===== src/verilog/cache_defs.svh =====
// width and geometry macros for the caches and the line-wide memory port
`ifndef CACHE_DEFS_SVH
`define CACHE_DEFS_SVH

// ----------------------------------------------------------------------
// processor side
// ----------------------------------------------------------------------
`define WORD_W      32
`define ADDR_W      30

// word select inside a line, then set index
`define OFFSET_W    2
`define INDEX_W     2

// whatever is left above index and offset
`define TAG_W       (`ADDR_W - `INDEX_W - `OFFSET_W)

// ----------------------------------------------------------------------
// line geometry and memory port
// ----------------------------------------------------------------------
`define LINE_WORDS  4
`define LINE_W      (`LINE_WORDS * `WORD_W)
`define NUM_SETS    (1 << `INDEX_W)
// memory is addressed by line, so tag and index only
`define MEM_ADDR_W  (`TAG_W + `INDEX_W)

`endif


===== src/verilog/cache_pkg.sv =====
// shared structs, cache line union and data cache state enum
`default_nettype none
`include "cache_defs.svh"

package cache_pkg;

	// processor word address split for set lookup
	typedef struct packed {
		logic [`TAG_W-1:0]    tag;
		logic [`INDEX_W-1:0]  index;
		logic [`OFFSET_W-1:0] offset;
	} word_addr_t;

	// one line, whole for memory transfers or per word for the processor
	// word 0 sits in the low 32 bits
	typedef union packed {
		logic [`LINE_W-1:0]                  flat;
		logic [`LINE_WORDS-1:0][`WORD_W-1:0] words;
	} line_u;

	// data side processor request
	typedef struct packed {
		logic                 read;
		logic                 write;
		word_addr_t           addr;
		logic [`WORD_W-1:0]   wdata;
	} proc_req_t;

	// line request toward slow memory, held until ready
	typedef struct packed {
		logic                    read;
		logic                    write;
		logic [`MEM_ADDR_W-1:0]  addr;
		line_u                   wdata;
	} mem_req_t;

	// ready is a single-cycle completion pulse
	typedef struct packed {
		logic  ready;
		line_u rdata;
	} mem_rsp_t;

	typedef struct packed {
		logic              valid;
		logic [`TAG_W-1:0] tag;
		line_u             data;
	} iway_t;

	typedef struct packed {
		logic              valid;
		logic              dirty;
		logic [`TAG_W-1:0] tag;
		line_u             data;
	} dway_t;

	typedef enum logic [1:0] {
		compare_tag = 2'd0,
		write_back  = 2'd1,
		allocate    = 2'd2
	} dcache_state_e;

endpackage

`default_nettype wire


===== src/verilog/cache_subsystem.sv =====
// top level with instruction cache, data cache and memory arbiter
`default_nettype none
`include "cache_defs.svh"

module cache_subsystem (
	input  logic                  clk,
	input  logic                  proc_reset,
	// instruction fetch side
	input  logic                  inst_read,
	input  cache_pkg::word_addr_t inst_addr,
	output logic [`WORD_W-1:0]    inst_rdata,
	output logic                  inst_stall,
	// load and store side
	input  cache_pkg::proc_req_t  data_req,
	output logic [`WORD_W-1:0]    data_rdata,
	output logic                  data_stall,
	// shared slow memory
	output cache_pkg::mem_req_t   mem_req,
	input  cache_pkg::mem_rsp_t   mem_rsp
);

	// cache to arbiter
	cache_pkg::mem_req_t inst_mem_req;
	cache_pkg::mem_rsp_t inst_mem_rsp;
	cache_pkg::mem_req_t data_mem_req;
	cache_pkg::mem_rsp_t data_mem_rsp;

	inst_cache icache0 (
		.clk        (clk),
		.proc_reset (proc_reset),
		.read       (inst_read),
		.addr       (inst_addr),
		.rdata      (inst_rdata),
		.stall      (inst_stall),
		.mem_req    (inst_mem_req),
		.mem_rsp    (inst_mem_rsp)
	);

	data_cache dcache0 (
		.clk        (clk),
		.proc_reset (proc_reset),
		.req        (data_req),
		.rdata      (data_rdata),
		.stall      (data_stall),
		.mem_req    (data_mem_req),
		.mem_rsp    (data_mem_rsp)
	);

	mem_arbiter arb0 (
		.clk          (clk),
		.proc_reset   (proc_reset),
		.inst_mem_req (inst_mem_req),
		.inst_mem_rsp (inst_mem_rsp),
		.data_mem_req (data_mem_req),
		.data_mem_rsp (data_mem_rsp),
		.mem_req      (mem_req),
		.mem_rsp      (mem_rsp)
	);

endmodule

`default_nettype wire


===== src/verilog/data_cache.sv =====
// write-back two-way set-associative data cache with dirty victim write-back
`default_nettype none
`include "cache_defs.svh"

module data_cache (
	input  logic                 clk,
	input  logic                 proc_reset,
	input  cache_pkg::proc_req_t req,
	output logic [`WORD_W-1:0]   rdata,
	output logic                 stall,
	output cache_pkg::mem_req_t  mem_req,
	input  cache_pkg::mem_rsp_t  mem_rsp
);

	// ----------------------------------------------------------------------
	// storage and state
	// ----------------------------------------------------------------------
	// ways[w][set], valid and dirty travel with the line
	cache_pkg::dway_t         ways [0:1][0:`NUM_SETS-1];
	// per set, way to be replaced next
	logic [`NUM_SETS-1:0]     lru;
	cache_pkg::dcache_state_e state;

	logic [1:0]        hit;
	logic              hit_any;
	logic              access;
	logic              victim;
	logic              victim_dirty;
	cache_pkg::dway_t  victim_line;

	// ----------------------------------------------------------------------
	// lookup
	// ----------------------------------------------------------------------
	always_comb begin
		for (int w = 0; w < 2; w++) begin
			hit[w] = ways[w][req.addr.index].valid &&
				(ways[w][req.addr.index].tag == req.addr.tag);
		end
	end

	assign access  = req.read | req.write;
	assign hit_any = hit[0] | hit[1];

	// victim comes from lru, clean or dirty decides the path
	assign victim       = lru[req.addr.index];
	assign victim_line  = ways[victim][req.addr.index];
	assign victim_dirty = victim_line.valid & victim_line.dirty;

	// selected word of the hit way
	assign rdata = ways[hit[1]][req.addr.index].data.words[req.addr.offset];

	// ----------------------------------------------------------------------
	// processor stall and memory request
	// ----------------------------------------------------------------------
	always_comb begin
		stall   = 1'b1;
		mem_req = '0;
		case (state)
			cache_pkg::compare_tag: begin
				// only a miss stalls here
				stall = access & ~hit_any;
			end
			cache_pkg::write_back: begin
				// old line goes back to its own tag and index
				mem_req.write = 1'b1;
				mem_req.addr  = {victim_line.tag, req.addr.index};
				mem_req.wdata = victim_line.data;
			end
			cache_pkg::allocate: begin
				mem_req.read = 1'b1;
				mem_req.addr = {req.addr.tag, req.addr.index};
			end
			default: begin
				stall = 1'b1;
			end
		endcase
	end

	// ----------------------------------------------------------------------
	// state and array update
	// ----------------------------------------------------------------------
	always_ff @(posedge clk) begin
		if (proc_reset) begin
			// straight into compare_tag with everything invalid
			state <= cache_pkg::compare_tag;
			lru   <= '0;
			for (int s = 0; s < `NUM_SETS; s++) begin
				ways[0][s].valid <= 1'b0;
				ways[0][s].dirty <= 1'b0;
				ways[1][s].valid <= 1'b0;
				ways[1][s].dirty <= 1'b0;
			end
		end else begin
			case (state)
				cache_pkg::compare_tag: begin
					if (access && hit_any) begin
						lru[req.addr.index] <= hit[0];
						if (req.write) begin
							// one word through the word view, line now dirty
							ways[hit[1]][req.addr.index].data.words[req.addr.offset] <=
								req.wdata;
							ways[hit[1]][req.addr.index].dirty <= 1'b1;
						end
					end else if (access) begin
						if (victim_dirty) begin
							state <= cache_pkg::write_back;
						end else begin
							state <= cache_pkg::allocate;
						end
					end
				end
				cache_pkg::write_back: begin
					if (mem_rsp.ready) begin
						ways[victim][req.addr.index].dirty <= 1'b0;
						state <= cache_pkg::allocate;
					end
				end
				cache_pkg::allocate: begin
					if (mem_rsp.ready) begin
						// fresh line lands clean
						ways[victim][req.addr.index].valid <= 1'b1;
						ways[victim][req.addr.index].dirty <= 1'b0;
						ways[victim][req.addr.index].tag   <= req.addr.tag;
						ways[victim][req.addr.index].data  <= mem_rsp.rdata;
						lru[req.addr.index] <= ~victim;
						state <= cache_pkg::compare_tag;
					end
				end
				default: begin
					state <= cache_pkg::compare_tag;
				end
			endcase
		end
	end

endmodule

`default_nettype wire


===== src/verilog/inst_cache.sv =====
// read-only two-way set-associative instruction cache with lru refill
`default_nettype none
`include "cache_defs.svh"

module inst_cache (
	input  logic                  clk,
	input  logic                  proc_reset,
	input  logic                  read,
	input  cache_pkg::word_addr_t addr,
	output logic [`WORD_W-1:0]    rdata,
	output logic                  stall,
	output cache_pkg::mem_req_t   mem_req,
	input  cache_pkg::mem_rsp_t   mem_rsp
);

	// ----------------------------------------------------------------------
	// storage
	// ----------------------------------------------------------------------
	// ways[w][set]
	cache_pkg::iway_t     ways [0:1][0:`NUM_SETS-1];
	// per set, names the way to replace next
	logic [`NUM_SETS-1:0] lru;
	// read request outstanding on the memory port
	logic                 allocating;

	logic [1:0] hit;
	logic       hit_any;
	logic       victim;

	// ----------------------------------------------------------------------
	// lookup
	// ----------------------------------------------------------------------
	always_comb begin
		for (int w = 0; w < 2; w++) begin
			hit[w] = ways[w][addr.index].valid &&
				(ways[w][addr.index].tag == addr.tag);
		end
	end

	assign hit_any = hit[0] | hit[1];
	assign victim  = lru[addr.index];

	// word of the hitting way, way 1 only when it hits
	assign rdata = ways[hit[1]][addr.index].data.words[addr.offset];

	// held until the refilled line hits
	assign stall = read & ~hit_any;

	// line fetch for the requested address, never a write
	always_comb begin
		mem_req       = '0;
		mem_req.read  = allocating;
		mem_req.addr  = {addr.tag, addr.index};
	end

	// ----------------------------------------------------------------------
	// update
	// ----------------------------------------------------------------------
	always_ff @(posedge clk) begin
		if (proc_reset) begin
			allocating <= 1'b0;
			lru        <= '0;
			for (int s = 0; s < `NUM_SETS; s++) begin
				ways[0][s].valid <= 1'b0;
				ways[1][s].valid <= 1'b0;
			end
		end else begin
			if (allocating && mem_rsp.ready) begin
				// fill the lru way, the other one goes next
				allocating                      <= 1'b0;
				ways[victim][addr.index].valid  <= 1'b1;
				ways[victim][addr.index].tag    <= addr.tag;
				ways[victim][addr.index].data   <= mem_rsp.rdata;
				lru[addr.index]                 <= ~victim;
			end else if (read && !hit_any) begin
				allocating <= 1'b1;
			end else if (read && hit_any) begin
				// recently used way stays, point at the other
				lru[addr.index] <= hit[0];
			end
		end
	end

endmodule

`default_nettype wire


===== src/verilog/mem_arbiter.sv =====
// slow memory port arbiter between the caches with data priority and owner lock
`default_nettype none

module mem_arbiter (
	input  logic                clk,
	input  logic                proc_reset,
	input  cache_pkg::mem_req_t inst_mem_req,
	output cache_pkg::mem_rsp_t inst_mem_rsp,
	input  cache_pkg::mem_req_t data_mem_req,
	output cache_pkg::mem_rsp_t data_mem_rsp,
	output cache_pkg::mem_req_t mem_req,
	input  cache_pkg::mem_rsp_t mem_rsp
);

	// owner held until ready
	logic locked;
	logic owner_data;

	logic inst_active;
	logic data_active;
	logic sel_data;
	logic sel_active;

	// ----------------------------------------------------------------------
	// selection
	// ----------------------------------------------------------------------
	assign inst_active = inst_mem_req.read | inst_mem_req.write;
	assign data_active = data_mem_req.read | data_mem_req.write;

	// data cache wins whenever the port is free
	assign sel_data   = locked ? owner_data : data_active;
	assign sel_active = sel_data ? data_active : inst_active;

	// no register on the request path
	assign mem_req = sel_data ? data_mem_req : inst_mem_req;

	// the loser sees ready low and keeps holding
	always_comb begin
		inst_mem_rsp = '0;
		data_mem_rsp = '0;
		if (sel_data) begin
			data_mem_rsp = mem_rsp;
		end else begin
			inst_mem_rsp = mem_rsp;
		end
	end

	// ----------------------------------------------------------------------
	// lock
	// ----------------------------------------------------------------------
	always_ff @(posedge clk) begin
		if (proc_reset) begin
			locked     <= 1'b0;
			owner_data <= 1'b0;
		end else if (locked) begin
			if (mem_rsp.ready) begin
				locked <= 1'b0;
			end
		end else if (sel_active && !mem_rsp.ready) begin
			locked     <= 1'b1;
			owner_data <= sel_data;
		end
	end

endmodule

`default_nettype wire

===== config.mk =====
export PLATFORM = sky130hd
export DESIGN_NAME = cache_subsystem
export DESIGN_NICKNAME = d
export VERILOG_FILES = /design/src/verilog/cache_pkg.sv /design/src/verilog/cache_subsystem.sv /design/src/verilog/data_cache.sv /design/src/verilog/inst_cache.sv /design/src/verilog/mem_arbiter.sv
export VERILOG_INCLUDE_DIRS = /design/src /design/src/verilog
export SDC_FILE = /design/constraint.sdc
export NUM_CORES = 2
export LEC_CHECK = 0
export BUFFER_PORTS_ARGS = -buffer_cell sky130_fd_sc_hd__buf_2
export CORE_ASPECT_RATIO = 0.6
export CORE_MARGIN = 5
export CORE_UTILIZATION = 62
export CTS_CLUSTER_DIAMETER = 200
export DETAILED_ROUTE_END_ITERATION = 8
export PLACE_DENSITY_LB_ADDON = 0.05
export SYNTH_ARGS = -nofsm -noshare
export SYNTH_HDL_FRONTEND = slang
export SYNTH_HIERARCHICAL = 1
export SYNTH_SLANG_ARGS = --single-unit

===== constraint.sdc =====
create_clock -name clk -period 24.6 [get_ports clk]
set_input_delay 7.38 -clock clk [delete_from_list [all_inputs] [get_ports clk]]
set_output_delay 7.38 -clock clk [all_outputs]
set_load 0.03 [all_outputs]

After elaboration in Yosys (flattened, before gate mapping)
Memories as Yosys holds them, arrays and structs flattened.
Cells that the tools add are included.
Cells by class
  $lt $le $gt $ge: 11
  mux-type cells: 4472
  bitwise logic cells: 4374
  equality and inequality tests: 12
  reductions and logical operators: 27
Operator list (number)
  624-bit 2-to-1 mux: 11
  1-bit 2-to-1 mux: 4388
  1-bit OR: 4364
  620-bit 2-to-1 mux: 5
  156-bit demux with 2-bit select: 5
  156-bit binary-select mux with 2-bit select: 4
  624-bit OR reduction: 2
  156-bit 2-to-1 mux: 7
  128-bit 2-to-1 mux: 8
  155-bit binary-select mux with 2-bit select: 3
  155-bit demux with 2-bit select: 3
  155-bit 2-to-1 mux: 6
  620-bit OR reduction: 1
  154-bit 2-to-1 mux: 2
  129-bit 2-to-1 mux: 2
  158-bit 2-to-1 mux: 1
  32-bit binary-select mux with 2-bit select: 2
  26-bit == test: 4
  32-bit 2-to-1 mux: 3
  32-bit demux with 2-bit select: 1
  28-bit case mux with 2 select lines: 1
  4-bit 2-to-1 mux: 5
  4-bit bitwise mux: 4
  1-bit logical AND: 14
  23 further kinds: 50
Word-level totals
  input port bits: 226
  output and inout bits: 224
  memories kept: 2
  logic and storage cells: 8904
  register bits after elaboration: 13
  RAM bits: 2488
Memories
  dcache0.ways: words 2, bits a word 624, rd ports 4, clocked after Yosys merged registers in 0, wr ports 2, line data_cache.sv:19  | cache_pkg::dway_t ways [0:1][0:`NUM_SETS-1];
  icache0.ways: words 2, bits a word 620, rd ports 3, clocked after Yosys merged registers in 0, wr ports 2, line inst_cache.sv:20  | cache_pkg::iway_t ways [0:1][0:`NUM_SETS-1];

Longest topological paths before layout
  depth after elaboration: 16
  depth in mapped cells: 16
  gate-level depth less buffers: 12

Cells and area by module
Netlist, hierarchy kept.
By module, submodules not included
  data_cache: area each 59304.4 µm², seq. area each 37596.1 µm², cells each 4036, times used 1
  inst_cache: area each 48784.3 µm², seq. area each 37255.7 µm², cells each 2061, times used 1
  mem_arbiter: area each 4259.1 µm², seq. area each 40.0 µm², cells each 477, times used 1

Worst setup path before layout
OpenSTA, ideal clock, no wires.
  path kind: input-to-reg
  start point: input port inst_addr[3] in the netlist's numbering
  end point: memory icache0/ways[0][465] in the netlist's numbering, enable pin
  data arrival time: 19750 ps
  data required time: 23742 ps
  cell stages on the path: 7
  path buffers: 4
  slack: 3992 ps
  path through: clkbuf_1 -> clkbuf_1 -> buf_2 -> buf_1 -> mux4_2 -> or3_1 -> nor3_1
RTL lines
  from (decl): line cache_subsystem.sv:10  | input cache_pkg::word_addr_t inst_addr,
  to (decl): line inst_cache.sv:20

Final worst setup path
  start point: input port data_req[34] in the netlist's numbering
  end point: output port data_rdata[9]
On the way
  longest elaborated chain between the ends: 12
Ends and longest elaborated chain
  from (decl): line cache_subsystem.sv:14  | input cache_pkg::proc_req_t data_req,
  2-bit inverter with 3-bit output (not written as such) (*): line data_cache.sv:36, data_cache.sv:37, data_cache.sv:50
  156-bit binary-select mux with 2-bit select: line data_cache.sv:36, data_cache.sv:37
  156-bit 2-to-1 mux (not written as such) (2 in series): line data_cache.sv:36  | hit[w] = ways[w][req.addr.index].valid &&
  26-bit == test: line data_cache.sv:37  | (ways[w][req.addr.index].tag == req.addr.tag);
  1-bit logical AND: line data_cache.sv:36
  memory read 2 x 624 bit
  156-bit binary-select mux with 2-bit select (*): line data_cache.sv:50  | assign rdata = ways[hit[1]][req.addr.index].data.words[req.addr.offset];
  128-bit 2-to-1 mux (not written as such) (*) (2 in series): line data_cache.sv:50
  32-bit binary-select mux with 2-bit select (*): line data_cache.sv:50
  32-bit 2-to-1 mux (not written as such) (*): line data_cache.sv:50
  to (decl): line cache_subsystem.sv:15  | output logic [`WORD_W-1:0] data_rdata,
Every way passes the cells marked *; elsewhere a longest branch is shown, timed or not. The select of a mux whose other input is x is not followed.

==> results.cfg <==
[critical_path]
end_kind = output port
crit_type = input port to output port
critical-path-slowest-cell = nor3_1
required_ns = 17.22
arrival_ns = 13.78
crit_chain = buf_8, buf_4, mux4_2, xnor2_1, o2111ai_1, nor4_1, nand4_1, buf_12, buf_12, mux2i_1, o22ai_1, or3_1, o31ai_1, nor3_1, buf_2
cp_common_cell = buf_12
cp_max_fo = 162
slowest_delay_ns = 0.72
critPathLaunchType = input port

[clocking]
cts_tree = built
root_buffer = clkbuf_16
clk_pin_slew_ns = 0.06
htreeDepth = 4
ctsHoldBuffers = 0
ctsResizeCount = 0
postCtsSetupBuffers = 0
cts.sinks = 2501
clock_latency_ns = 0.88
cts-buffers-inserted = 226
ctsLongestPathBuffers = 4

[synthesis]
synth-edff-count = 2480
synth_seq_cells = 2501
synth_cell_type_count = 74
ys_seq_area_frac = 0.6666
synthArstFlopShare = 0
yosys_warnings = 6
synth_ff_type = edfxtp_1
avgSynthCellArea_sq_um = 17.09
mappedNetlistArea_sq_mm = 0.1123
synth_cells = 6574

[timing]
hold_viol = 0
slew_headroom = 0.03160
period_needed_ns = 21.16
drv_slew = 0
rsz0062_at_grt = false
tightest_slew_ns = 1.450
finalSetupViolCount = 0
finalCritPeriodShare = 0.8602
fin_skew_ns = 0.05954
fmax_mhz = 47.25
setup_tns_ns = 0

[detailed_routing]
vias = 64053
drt-total-wl_mm = 319.6
ant_nets = 0
drc = 0
drt_iter0_markers = 8838
wl_per_cell_microns = 33.52
via_per_inst = 6.717
first_pass_iters = 6

[floorplan]
pin_count = 450
start_util = 0.6215
die_y_microns = 339.7
core_sq_mm = 0.1808
fp.dieW_microns = 559.6
die_area_sq_mm = 0.1901
row_count = 121

[pwr]
peakVddDrop_mv = 0.06726
leakagePower_nw = 43.35
powerDensity_mw_per_mm2 = 76.23

[global_route]
grt_max_degree = 163
grt_remaining_overflow = 0
grt_pass1_vias = 62454
grt_usage = 0.3321
grt_pass1_wl_mm = 455.2
antenna_found_initial = 45

[layout]
final_cell_mix = edfxtp_1 (2480), mux4_2 (660), nand2_1 (636), mux2i_1 (558), buf_2 (444)
fillers = 11754
fin_area_sq_mm = 0.1239
mostFrequentLayoutCell = edfxtp_1
nets = 7166
drive_gt1_frac = 0.2604
areaGrowthSynthToFinish_pct = 10.27

[place]
port_buffers = 449
dpl_cell_area_sq_mm = 0.1165
gp_congestion = 0.8731
place_hpwl_mm = 194.4

[job]
maxCapViolations = 0

[outcome]
status = complete, no violations

[worst_hold_path]
hold_class = register to register
report_power, final:
part / switching, mW / internal, mW
Sequential: 0.00759 / 4.77
Clock: 1.54 / 1.98
Combinational: 0.768 / 0.376
synthesized netlist by cell type, types with 16 or more instances:
cell | instances | area (sq um)
buf_4 | 166 | 1246
mux2_2 | 85 | 957.2
nor4_1 | 41 | 256.5
dfxtp_1 | 21 | 420.4
xor2_1 | 22 | 192.7
a21boi_0 | 128 | 960.9
a21oi_1 | 16 | 80.08
nand4_1 | 19 | 118.9
or3_1 | 37 | 231.5
a22oi_1 | 27 | 202.7
o31ai_1 | 33 | 247.7
nor2b_1 | 161 | 1007
o22ai_1 | 131 | 819.5
o21ai_0 | 111 | 555.5
buf_1 | 60 | 225.2
and2_1 | 160 | 1001
nor2_1 | 249 | 934.7
nor3_1 | 85 | 425.4
clkbuf_1 | 232 | 870.8
mux2i_1 | 558 | 5585
edfxtp_1 | 2480 | 74470
xnor2_1 | 74 | 648.1
nand2_1 | 640 | 2402
buf_2 | 93 | 465.5
mux2_4 | 110 | 1652
mux4_2 | 660 | 14860
layer usage:
| metal | up-vias | global-route usage | wire [microns] |
|---|---|---|---|
| li1 | 26369 | - | - |
| met1 | 33070 | 0.4777 | 123000 |
| met2 | 3976 | 0.5062 | 146700 |
| met3 | 618 | 0.07955 | 36730 |
| met4 | 20 | 0.1176 | 13020 |
| met5 | - | 0 | 131 |
cells by family (layout without fill, tap and decap cells):
kind of cell | count (synthesis) | count (layout) | synth area share
DFF | 2501 | 2501 | 0.6666
muxes | 1419 | 1419 | 0.2060
buffers and inverters | 595 | 1009 | 0.02910
other | 1 | 151 | 0.00003338
and+or+nand+nor | 1446 | 1446 | 0.06003
AOI/OAI and AO/OA | 513 | 513 | 0.03044
xor gates and xnor gates | 96 | 96 | 0.007484
adders and majority gates | 3 | 3 | 0.0003341
through the flow:
step	worst slack, ns	hold slack, ns	std cells	utilization	power [mW]
after floorplan	3.992	0.4211	6702	-	5.656
after global placement	3.746	0.4293	9106	0.6447	5.990
after detailed placement	3.694	0.4392	9106	0.6447	6.007
after CTS	3.675	0.4541	9513	0.6849	9.476
after global routing	3.343	0.4763	9524	0.6852	9.730
final	3.438	0.4529	9536	0.6853	9.444
area by class of cell:
cell class	count	area, sq um	area share
antenna	22	55.05	0.0004444
clock buffer	272	5931	0.04787
clock inverter	135	1336	0.01079
inverter	16	60.06	0.0004848
multi-input combinational	3606	35100	0.2834
sequential	2501	74890	0.6045
tap	2398	3000	0.02422
timing repair buffer	586	3510	0.02833
worst max-delay path: cells and delay by family:
kind / cells / cell delay, ns
compound gates: 3 / 0.44
xor+xnor: 1 / 0.26
buf+inv: 5 / 2.62
mux: 2 / 0.84
simple gates: 4 / 1.84
worst paths after layout:
| kind | cells past startpoint | endpoint | start | slack [ns] |
|---|---|---|---|---|
| worst max register to register | 12 | icache0/ways[0][506] | dcache0/state[0] | 18.17 |
| worst max-delay path | 15 | data_rdata[9] | data_req[34] | 3.44 |
| worst min register to register | 1 | icache0/ways[1][154] | icache0/ways[1][154] | 0.45 |
| worst min-delay path | 1 | icache0/ways[1][154] | icache0/ways[1][154] | 0.45 |
flip-flops by register name (all words and copies together) (netlist names):
| signal | count |
|---|---|
| arb0/locked | 1 |
| arb0/owner_data | 1 |
| dcache0/lru | 4 |
| dcache0/state | 2 |
| dcache0/ways | 1248 |
| icache0/allocating | 1 |
| icache0/lru | 4 |
| icache0/ways | 1240 |
No activity file was read; power rests on OpenSTA's default activity.
